## config.mk

```make
export PLATFORM = sky130hd
export DESIGN_NAME = mipsExceptTop
export DESIGN_NICKNAME = d
export VERILOG_FILES = /design/src/mipsExceptPkg.sv /design/src/cp0Regs.sv /design/src/exceptDetect.sv /design/src/mipsExceptTop.sv /design/src/stageReg.sv
export VERILOG_INCLUDE_DIRS = /design/src
export SDC_FILE = /design/constraint.sdc
export NUM_CORES = 1
export LEC_CHECK = 0
export BUFFER_PORTS_ARGS = -buffer_cell sky130_fd_sc_hd__buf_2
export CORE_UTILIZATION = 46
export CTS_CLUSTER_DIAMETER = 80
export DETAILED_ROUTE_END_ITERATION = 12
export GPL_ROUTABILITY_DRIVEN = 0
export MAX_ROUTING_LAYER = met4
export PLACE_DENSITY_LB_ADDON = 0.05
export SKIP_CTS_REPAIR_TIMING = 1
export SLEW_MARGIN = 20
export SYNTH_ARGS = -nofsm -noshare
export SYNTH_HDL_FRONTEND = slang
export SYNTH_SLANG_ARGS = --single-unit
```

## constraint.sdc

```tcl
create_clock -name clk -period 11.4 [get_ports clk]
set_clock_uncertainty 0.2 [all_clocks]
set_input_delay 1.14 -clock clk [delete_from_list [all_inputs] [get_ports clk]]
set_output_delay 1.14 -clock clk [all_outputs]
set_load 0.03 [all_outputs]
```

## src/mipsExcept_macros.svh

```systemverilog
`ifndef MIPS_EXCEPT_MACROS_SVH
`define MIPS_EXCEPT_MACROS_SVH

// datapath width
`define XLEN 32

// BEV set, interrupts off, EXL clear, all IM bits masked
`define STATUS_RESET 32'h0040_0000

// general exception entry while BEV is set
`define EXC_VECTOR 32'hBFC0_0380

// CP0 register numbers as seen by mtc0 and mfc0
`define CP0_BADVADDR 5'd8
`define CP0_STATUS 5'd12
`define CP0_CAUSE 5'd13
`define CP0_EPC 5'd14

`endif

```

## src/mipsExceptPkg.sv

```systemverilog
`include "mipsExcept_macros.svh"

package mipsExceptPkg;

    // fault flags collected along the pipe with eret last
    typedef struct packed {
        logic interrupt;
        logic fetchAddrErr;
        logic reservedInstr;
        logic overflow;
        logic syscall;
        logic breakpoint;
        logic loadAddrErr;
        logic storeAddrErr;
        logic eret;
    } exceptVecT;

    typedef struct packed {
        logic             wrEn;
        logic [4:0]       wrAddr;
        logic [`XLEN-1:0] wrData;
    } regsWrT;

    // what the fetch stage has to do next cycle
    typedef enum logic [1:0] {
        redirNone      = 2'd0,
        redirException = 2'd1,
        redirEret      = 2'd2
    } redirectT;

    // Cause.ExcCode values
    typedef enum logic [4:0] {
        excInt  = 5'd0,
        excAdEL = 5'd4,
        excAdES = 5'd5,
        excSys  = 5'd8,
        excBp   = 5'd9,
        excRI   = 5'd10,
        excOv   = 5'd12
    } excCodeT;

endpackage

```

## src/cp0Regs.sv

```systemverilog
`timescale 1ns/10ps
`include "mipsExcept_macros.svh"

module cp0Regs import mipsExceptPkg::*; (
    input  logic             clk,
    input  logic             rstN,
    input  logic [5:0]       hwInt,
    input  logic             excCommit,
    input  logic             eretCommit,
    input  excCodeT          excCode,
    input  logic             badAddrValid,
    input  logic             badAddrFromPc,
    input  logic [`XLEN-1:0] memPc,
    input  logic [`XLEN-1:0] memAddr,
    input  logic             mtc0Commit,
    input  logic [4:0]       cp0WrAddr,
    input  logic [`XLEN-1:0] cp0WrData,
    input  logic [4:0]       cp0RdAddr,
    output logic [`XLEN-1:0] cp0Status,
    output logic [`XLEN-1:0] cp0Cause,
    output logic [`XLEN-1:0] cp0RdData,
    output logic [`XLEN-1:0] redirectPc
);

    localparam int StatusExlBit = 1;

    // BEV, IM, EXL and IE are software writable
    localparam logic [`XLEN-1:0] StatusWrMask = 32'h0040_FF03;

    logic [`XLEN-1:0] status;
    logic [`XLEN-1:0] cause;
    logic [`XLEN-1:0] epc;
    logic [`XLEN-1:0] badVAddr;
    logic             wrStatus;
    logic             wrCause;
    logic             wrEpc;

    // mtc0 only lands when no exception or eret commits
    assign wrStatus = mtc0Commit && !excCommit && !eretCommit && (cp0WrAddr == `CP0_STATUS);
    assign wrCause  = mtc0Commit && !excCommit && !eretCommit && (cp0WrAddr == `CP0_CAUSE);
    assign wrEpc    = mtc0Commit && !excCommit && !eretCommit && (cp0WrAddr == `CP0_EPC);

    always_ff @(posedge clk) begin
        if (!rstN) begin
            status <= `STATUS_RESET;
        end else if (excCommit) begin
            status[StatusExlBit] <= 1'b1;
        end else if (eretCommit) begin
            status[StatusExlBit] <= 1'b0;
        end else if (wrStatus) begin
            status <= (status & ~StatusWrMask) | (cp0WrData & StatusWrMask);
        end
    end

    always_ff @(posedge clk) begin
        if (!rstN) begin
            cause <= '0;
        end else begin
            cause[15:10] <= hwInt;              // hardware lines sampled every cycle
            if (excCommit) begin
                cause[6:2] <= excCode;
            end else if (wrCause) begin
                cause[9:8] <= cp0WrData[9:8];   // software interrupt bits
            end
        end
    end

    always_ff @(posedge clk) begin
        if (!rstN) begin
            epc <= '0;
        end else if (excCommit) begin
            epc <= memPc;
        end else if (wrEpc) begin
            epc <= cp0WrData;
        end
    end

    // read only from software
    always_ff @(posedge clk) begin
        if (!rstN) begin
            badVAddr <= '0;
        end else if (excCommit && badAddrValid) begin
            badVAddr <= badAddrFromPc ? memPc : memAddr;
        end
    end

    always_comb begin
        case (cp0RdAddr)
            `CP0_STATUS:   cp0RdData = status;
            `CP0_CAUSE:    cp0RdData = cause;
            `CP0_EPC:      cp0RdData = epc;
            `CP0_BADVADDR: cp0RdData = badVAddr;
            default:       cp0RdData = '0;
        endcase
    end

    assign cp0Status  = status;
    assign cp0Cause   = cause;
    assign redirectPc = eretCommit ? epc : `EXC_VECTOR;  // return address or handler

endmodule

```

## src/exceptDetect.sv

```systemverilog
`timescale 1ns/10ps
`include "mipsExcept_macros.svh"

module exceptDetect import mipsExceptPkg::*; (
    input  logic             memValid,
    input  logic             memStall,
    input  exceptVecT        memExcept,
    input  logic [`XLEN-1:0] memPc,
    input  logic [`XLEN-1:0] cp0Status,
    input  logic [`XLEN-1:0] cp0Cause,
    input  regsWrT           memRegsWr,
    input  logic             memMtc0,
    output regsWrT           memRegsWrFinal,
    output logic             idFlush,
    output logic             exeFlush,
    output logic             memFlush,
    output redirectT         redirect,
    output logic             excCommit,
    output logic             eretCommit,
    output excCodeT          excCode,
    output logic             badAddrFromPc,
    output logic             badAddrValid,
    output logic             mtc0Commit
);

    exceptVecT merged;
    logic      active;
    logic      intPending;
    logic      anyExc;
    logic      addrFault;
    logic      flushAll;

    assign active = memValid && !memStall;  // nothing leaves the stage while stalled

    // IP & IM overlap, IE on, EXL off
    assign intPending = (|(cp0Cause[15:8] & cp0Status[15:8])) && cp0Status[0] && !cp0Status[1];

    always_comb begin
        merged              = memExcept;
        merged.interrupt    = memExcept.interrupt | intPending;
        merged.fetchAddrErr = memExcept.fetchAddrErr | (memPc[1:0] != 2'b00);
    end

    assign anyExc = merged.interrupt | merged.fetchAddrErr | merged.reservedInstr |
                    merged.overflow | merged.syscall | merged.breakpoint |
                    merged.loadAddrErr | merged.storeAddrErr;

    // highest cause wins
    always_comb begin
        excCode       = excInt;
        addrFault     = 1'b0;
        badAddrFromPc = 1'b0;
        if (merged.interrupt) begin
            excCode = excInt;
        end else if (merged.fetchAddrErr) begin
            excCode       = excAdEL;
            addrFault     = 1'b1;
            badAddrFromPc = 1'b1;           // bad address is the PC itself
        end else if (merged.reservedInstr) begin
            excCode = excRI;
        end else if (merged.overflow) begin
            excCode = excOv;
        end else if (merged.syscall) begin
            excCode = excSys;
        end else if (merged.breakpoint) begin
            excCode = excBp;
        end else if (merged.loadAddrErr) begin
            excCode   = excAdEL;
            addrFault = 1'b1;
        end else if (merged.storeAddrErr) begin
            excCode   = excAdES;
            addrFault = 1'b1;
        end
    end

    assign excCommit    = active && anyExc;
    assign eretCommit   = active && !anyExc && merged.eret;  // a fault hides the eret
    assign badAddrValid = excCommit && addrFault;
    assign mtc0Commit   = active && memMtc0 && !anyExc;

    assign flushAll = excCommit || eretCommit;
    assign idFlush  = flushAll;
    assign exeFlush = flushAll;
    assign memFlush = flushAll;

    always_comb begin
        if (excCommit) begin
            redirect = redirException;
        end else if (eretCommit) begin
            redirect = redirEret;
        end else begin
            redirect = redirNone;
        end
    end

    // write survives only for a live, clean instruction
    always_comb begin
        memRegsWrFinal      = memRegsWr;
        memRegsWrFinal.wrEn = memRegsWr.wrEn && active && !flushAll;
    end

endmodule

```

## src/mipsExceptTop.sv

```systemverilog
`timescale 1ns/10ps
`include "mipsExcept_macros.svh"

module mipsExceptTop import mipsExceptPkg::*; (
    input  logic             clk,
    input  logic             rstN,
    input  logic             exeValid,
    input  logic [`XLEN-1:0] exePc,
    input  logic             exeRi,
    input  logic             exeOverflow,
    input  logic             exeSyscall,
    input  logic             exeBreak,
    input  logic             exeEret,
    input  logic             exeLoadAddrErr,
    input  logic             exeStoreAddrErr,
    input  logic [`XLEN-1:0] exeMemAddr,
    input  logic             exeRegWrEn,
    input  logic [4:0]       exeRegWrAddr,
    input  logic [`XLEN-1:0] exeRegWrData,
    input  logic             exeMtc0,
    input  logic [4:0]       exeCp0Addr,
    input  logic [5:0]       hwInt,
    input  logic             memStall,
    input  logic [4:0]       cp0RdAddr,
    output logic             idFlush,
    output logic             exeFlush,
    output logic             memFlush,
    output redirectT         redirect,
    output logic [`XLEN-1:0] redirectPc,
    output logic             wbValid,
    output logic             wbRegWrEn,
    output logic [4:0]       wbRegWrAddr,
    output logic [`XLEN-1:0] wbRegWrData,
    output logic [`XLEN-1:0] cp0RdData
);

    // PC, data address and mtc0 target for the memory stage
    typedef struct packed {
        logic [`XLEN-1:0] pc;
        logic [`XLEN-1:0] memAddr;
        logic             mtc0;
        logic [4:0]       cp0Addr;
    } memInfoT;

    exceptVecT        exeExcept;
    exceptVecT        memExcept;
    regsWrT           exeRegsWr;
    regsWrT           memRegsWr;
    regsWrT           memRegsWrFinal;
    regsWrT           wbRegsWr;
    memInfoT          exeInfo;
    memInfoT          memInfo;
    logic             memValid;
    logic             excCommit;
    logic             eretCommit;
    excCodeT          excCode;
    logic             badAddrFromPc;
    logic             badAddrValid;
    logic             mtc0Commit;
    logic [`XLEN-1:0] cp0Status;
    logic [`XLEN-1:0] cp0Cause;

    assign exeExcept = '{interrupt: 1'b0, fetchAddrErr: 1'b0, reservedInstr: exeRi,
                         overflow: exeOverflow, syscall: exeSyscall, breakpoint: exeBreak,
                         loadAddrErr: exeLoadAddrErr, storeAddrErr: exeStoreAddrErr,
                         eret: exeEret};
    assign exeRegsWr = '{wrEn: exeRegWrEn, wrAddr: exeRegWrAddr, wrData: exeRegWrData};
    assign exeInfo   = '{pc: exePc, memAddr: exeMemAddr, mtc0: exeMtc0, cp0Addr: exeCp0Addr};

    stageReg #(.T(exceptVecT)) exeMemExcept (
        .clk(clk), .rstN(rstN), .stall(memStall), .flush(memFlush),
        .inValid(exeValid), .inData(exeExcept), .outValid(memValid), .outData(memExcept)
    );

    stageReg #(.T(regsWrT)) exeMemRegsWr (
        .clk(clk), .rstN(rstN), .stall(memStall), .flush(memFlush),
        .inValid(exeValid), .inData(exeRegsWr), .outValid(), .outData(memRegsWr)
    );

    stageReg #(.T(memInfoT)) exeMemInfo (
        .clk(clk), .rstN(rstN), .stall(memStall), .flush(memFlush),
        .inValid(exeValid), .inData(exeInfo), .outValid(), .outData(memInfo)
    );

    exceptDetect exceptDetect0 (
        .memValid(memValid), .memStall(memStall), .memExcept(memExcept),
        .memPc(memInfo.pc), .cp0Status(cp0Status), .cp0Cause(cp0Cause),
        .memRegsWr(memRegsWr), .memMtc0(memInfo.mtc0), .memRegsWrFinal(memRegsWrFinal),
        .idFlush(idFlush), .exeFlush(exeFlush), .memFlush(memFlush), .redirect(redirect),
        .excCommit(excCommit), .eretCommit(eretCommit), .excCode(excCode),
        .badAddrFromPc(badAddrFromPc), .badAddrValid(badAddrValid), .mtc0Commit(mtc0Commit)
    );

    cp0Regs cp0Regs0 (
        .clk(clk), .rstN(rstN), .hwInt(hwInt), .excCommit(excCommit),
        .eretCommit(eretCommit), .excCode(excCode), .badAddrValid(badAddrValid),
        .badAddrFromPc(badAddrFromPc), .memPc(memInfo.pc), .memAddr(memInfo.memAddr),
        .mtc0Commit(mtc0Commit), .cp0WrAddr(memInfo.cp0Addr),
        .cp0WrData(memRegsWr.wrData), .cp0RdAddr(cp0RdAddr), .cp0Status(cp0Status),
        .cp0Cause(cp0Cause), .cp0RdData(cp0RdData), .redirectPc(redirectPc)
    );

    // a stall turns into a bubble at writeback
    stageReg #(.T(regsWrT)) memWbRegsWr (
        .clk(clk), .rstN(rstN), .stall(1'b0), .flush(memStall),
        .inValid(memValid), .inData(memRegsWrFinal), .outValid(wbValid), .outData(wbRegsWr)
    );

    assign wbRegWrEn   = wbRegsWr.wrEn;
    assign wbRegWrAddr = wbRegsWr.wrAddr;
    assign wbRegWrData = wbRegsWr.wrData;

endmodule

```

## src/stageReg.sv

```systemverilog
`timescale 1ns/10ps

module stageReg #(
    parameter type T = logic [31:0]
) (
    input  logic clk,
    input  logic rstN,
    input  logic stall,
    input  logic flush,
    input  logic inValid,
    input  T     inData,
    output logic outValid,
    output T     outData
);

    always_ff @(posedge clk) begin
        if (!rstN || flush) begin
            outValid <= 1'b0;           // flush beats stall
        end else if (!stall) begin
            outValid <= inValid;
        end
    end

    // payload moves with the stage and is kept on a flush
    always_ff @(posedge clk) begin
        if (!stall) begin
            outData <= inData;
        end
    end

endmodule
```

==> run summary <==
Status: completed
Final setup margin: 6780 ps
Top cell type's share of synthesized area: 38.9%
Synthesis-to-layout area growth: 23.5%
Top-Level Pins: 238
Initial antenna violation count: 3
Pre-CTS WS: 6970 ps
Crit share post-route: 40.5%
Vias: 6387
Filler Cell Count: 1590
Critical path's top delay family: simple AND/OR/NAND/NOR gates
Startpoint Class: flop
Pins Over Slew Limit: 0
Crit. End Element: output pin
Syn_nets: 833
WS Path Type: reg -> out
Fraction of layout cells with a size suffix above 1: 31.8%
Clock sinks: 242
Power, Total: 1.92 mW
Crit path DAT: 3280 ps
Post-DR vias/cell: 5.31
Peak supply drop: 94.7 uV
# placed instances: 1151
CTS tree: done
Routed WL per cell: 19.0 um
CTS Buf Count: 26
Sequential share of the synthesized area: 67.5%
Share of flip-flops with an asynchronous set or reset: 0%
Unrepaired setup endpoints after global routing: false
Area leader, netlist: edfxtp_1
Critical path, cell by cell: or4_1 > nor3_2 > nand3_1 > nor2b_4 > nand2b_1 > buf_2
Maxcap violations: 0
Total number of yosys warnings: 0
Antenna Nets Post-Route: 0
First-pass GRT wire length: 34300 um
GR Overflow Total: 0
Largest stage delay, worst path: 780 ps
Row count: 50
GRT Util Overall: 23.1%
Reg2Reg Setup Slack: 8100 ps
DRC violations left: 0
Die ar.: 19900 um^2
Pwr dens: 175 nW/um^2
Synth area leaders: edfxtp_1 (39%), dfxtp_1 (29%), mux2i_1 (5.1%)
Multi-input combinational cell area: 2520 um^2
Area occupied by registers: 6000 um^2
Root Driver: clkbuf_16
First drt pass iteration count: 5
Final std cells w/o fill: 1203
Max clock buf depth: 3
Total Wirelength: 22800 um
Worst path bufs/invs: 1
# setup viols final: 0
Synth Register Bits: 242
EDFF count, synth: 115
Synthesized instance count: 703
WHS: 135 ps
Post-detail-place hpwl: 14000 um
Syn avg cell area: 12.6 um^2
Max FO, Critical Path: 35
Slowest cell on crit path: nor2b_4
Core footprint: 18800 um^2
Max Fclk: 217 MHz
Clock transition at path regs: 60 ps
HP Class: reg -> reg
Actual slew at the worst max-slew pin: 1140 ps
Worst slew margin: 23.4%
Predominant post-synthesis flop cell: dfxtp_1
Fin nets: 1049
Netlist cell types: 46
Clock Latency Late Sink: 520 ps
Port buffer count: 237
Largest net degree at the start of global routing: 68
TNS Setup: 0 ps
Vias in the first global route: 6370
Initial DRC count: 344
Hold Vio Cnt, Final: 0
Worst EP required: 10060 ps
Starting Density: 47.1%
Leakage: 4.31 nW
H-tree level count: 1
Cell area after synthesis: 8880 um^2
Horiz. Die Dim: 141 um
Die H: 141 um
Tmin final: 4620 ps
[report_power, final]
group / switching (mW) / internal [mW]
logic: 0.0836 / 0.0420
registers: 0.0256 / 0.970
clock network: 0.325 / 0.478
[per-layer routing]
metal  part of all wire (%)  vias up  GRT usage (%)
met1                     44     3065           29.3
met4                    2.3        0           6.69
met5                      0        -              -
met2                     47      250           38.0
li1                       -     3030              -
met3                    6.4       42           4.11
[flip-flops by register name, indices dropped and copies added, names as in the netlist]
register	cells
memWbRegsWr.outData	38
exeMemRegsWr.outData	38
cp0Regs0.cp0Status	11
exeMemExcept.outData	7
cp0Regs0.cp0Cause	12
cp0Regs0.epc	32
memWbRegsWr.outValid	1
exeMemExcept.outValid	1
cp0Regs0.badVAddr	32
exeMemInfo.outData	70
[path summary, 6_finish.rpt]
check,from,to,depth (start not counted)
worst min-delay path,exeMemRegsWr.outData[36]$_DFFE_PN_,memWbRegsWr.outData[36]$_DFF_P_,0
worst max-delay path,exeMemExcept.outData[6]$_DFFE_PN_,memFlush,6
worst min register to register,exeMemRegsWr.outData[36]$_DFFE_PN_,memWbRegsWr.outData[36]$_DFF_P_,0
worst max register to register,exeMemInfo.outData[38]$_DFFE_PN_,cp0Regs0.epc[11]$_SDFFE_PN0P_,6
[cell type report]
cell class | count | share of cell area, %
inverters | 13 | 0.468
flip-flops and latches | 242 | 54.7
repair buffers | 245 | 11.4
well taps | 260 | 2.97
multi-input cells | 391 | 23.0
diodes | 4 | 0.0913
clock buffers | 42 | 6.95
clock inverters | 6 | 0.502
[per-stage QoR]
| step | utilization, % | area (um^2) |
|---|---|---|
| final | 58.2 | 11000 |
| after global routing | 58.2 | 11000 |
| after CTS | 58.2 | 11000 |
| after detailed placement | 53.9 | 10100 |
| after global placement | 53.9 | 10100 |
| after floorplan | - | 8880 |
[worst reg2reg max path: cells and delay by family (launching register included)]
family,cells,cell delay (ps)
compound gates,3,950
buf+inv,2,840
flops,1,350
simple gates,1,870
[cell families after synthesis]
group,synth area share (%)
flip-flops,67.5
AO/OA/AOI/OAI,13.6
multiplexers,5.07
AND/OR/NAND/NOR,9.32
buffers and inverters,4.47
[layout by cell type, fill, tap and decap left out, types with 2 or more instances in the layout]
cell,n
mux2i_1,45
buf_2,237
clkbuf_16,27
buf_4,8
a22oi_1,20
clkbuf_8,3
a21oi_1,40
nor3_2,2
dfxtp_1,127
and2_1,26
nand4b_1,2
nand2b_1,14
nand3_1,5
a22o_1,17
nand2_1,45
inv_1,11
and3_2,2
o21ai_0,66
clkbuf_1,12
nand4_1,2
clkinv_2,5
a311oi_1,30
a222oi_1,7
nor3b_2,2
nor4_1,3
diode_2,4
edfxtp_1,115
nor2_1,44
[synthesized netlist by cell type, drive strengths merged (2+ instances only)]
cell	count
nand4b	2
and2	26
clkbuf	30
nor2	45
a22oi	20
o21ai	66
and3	2
buf	26
a222oi	7
nand3	5
a311oi	30
a22o	17
nand2	45
nand4	2
dfxtp	127
nor2b	2
mux2i	45
nand2b	14
a21oi	40
inv	13
nor3b	2
nor4	5
nor3	3
edfxtp	115
(Power assumes the default switching activity.)
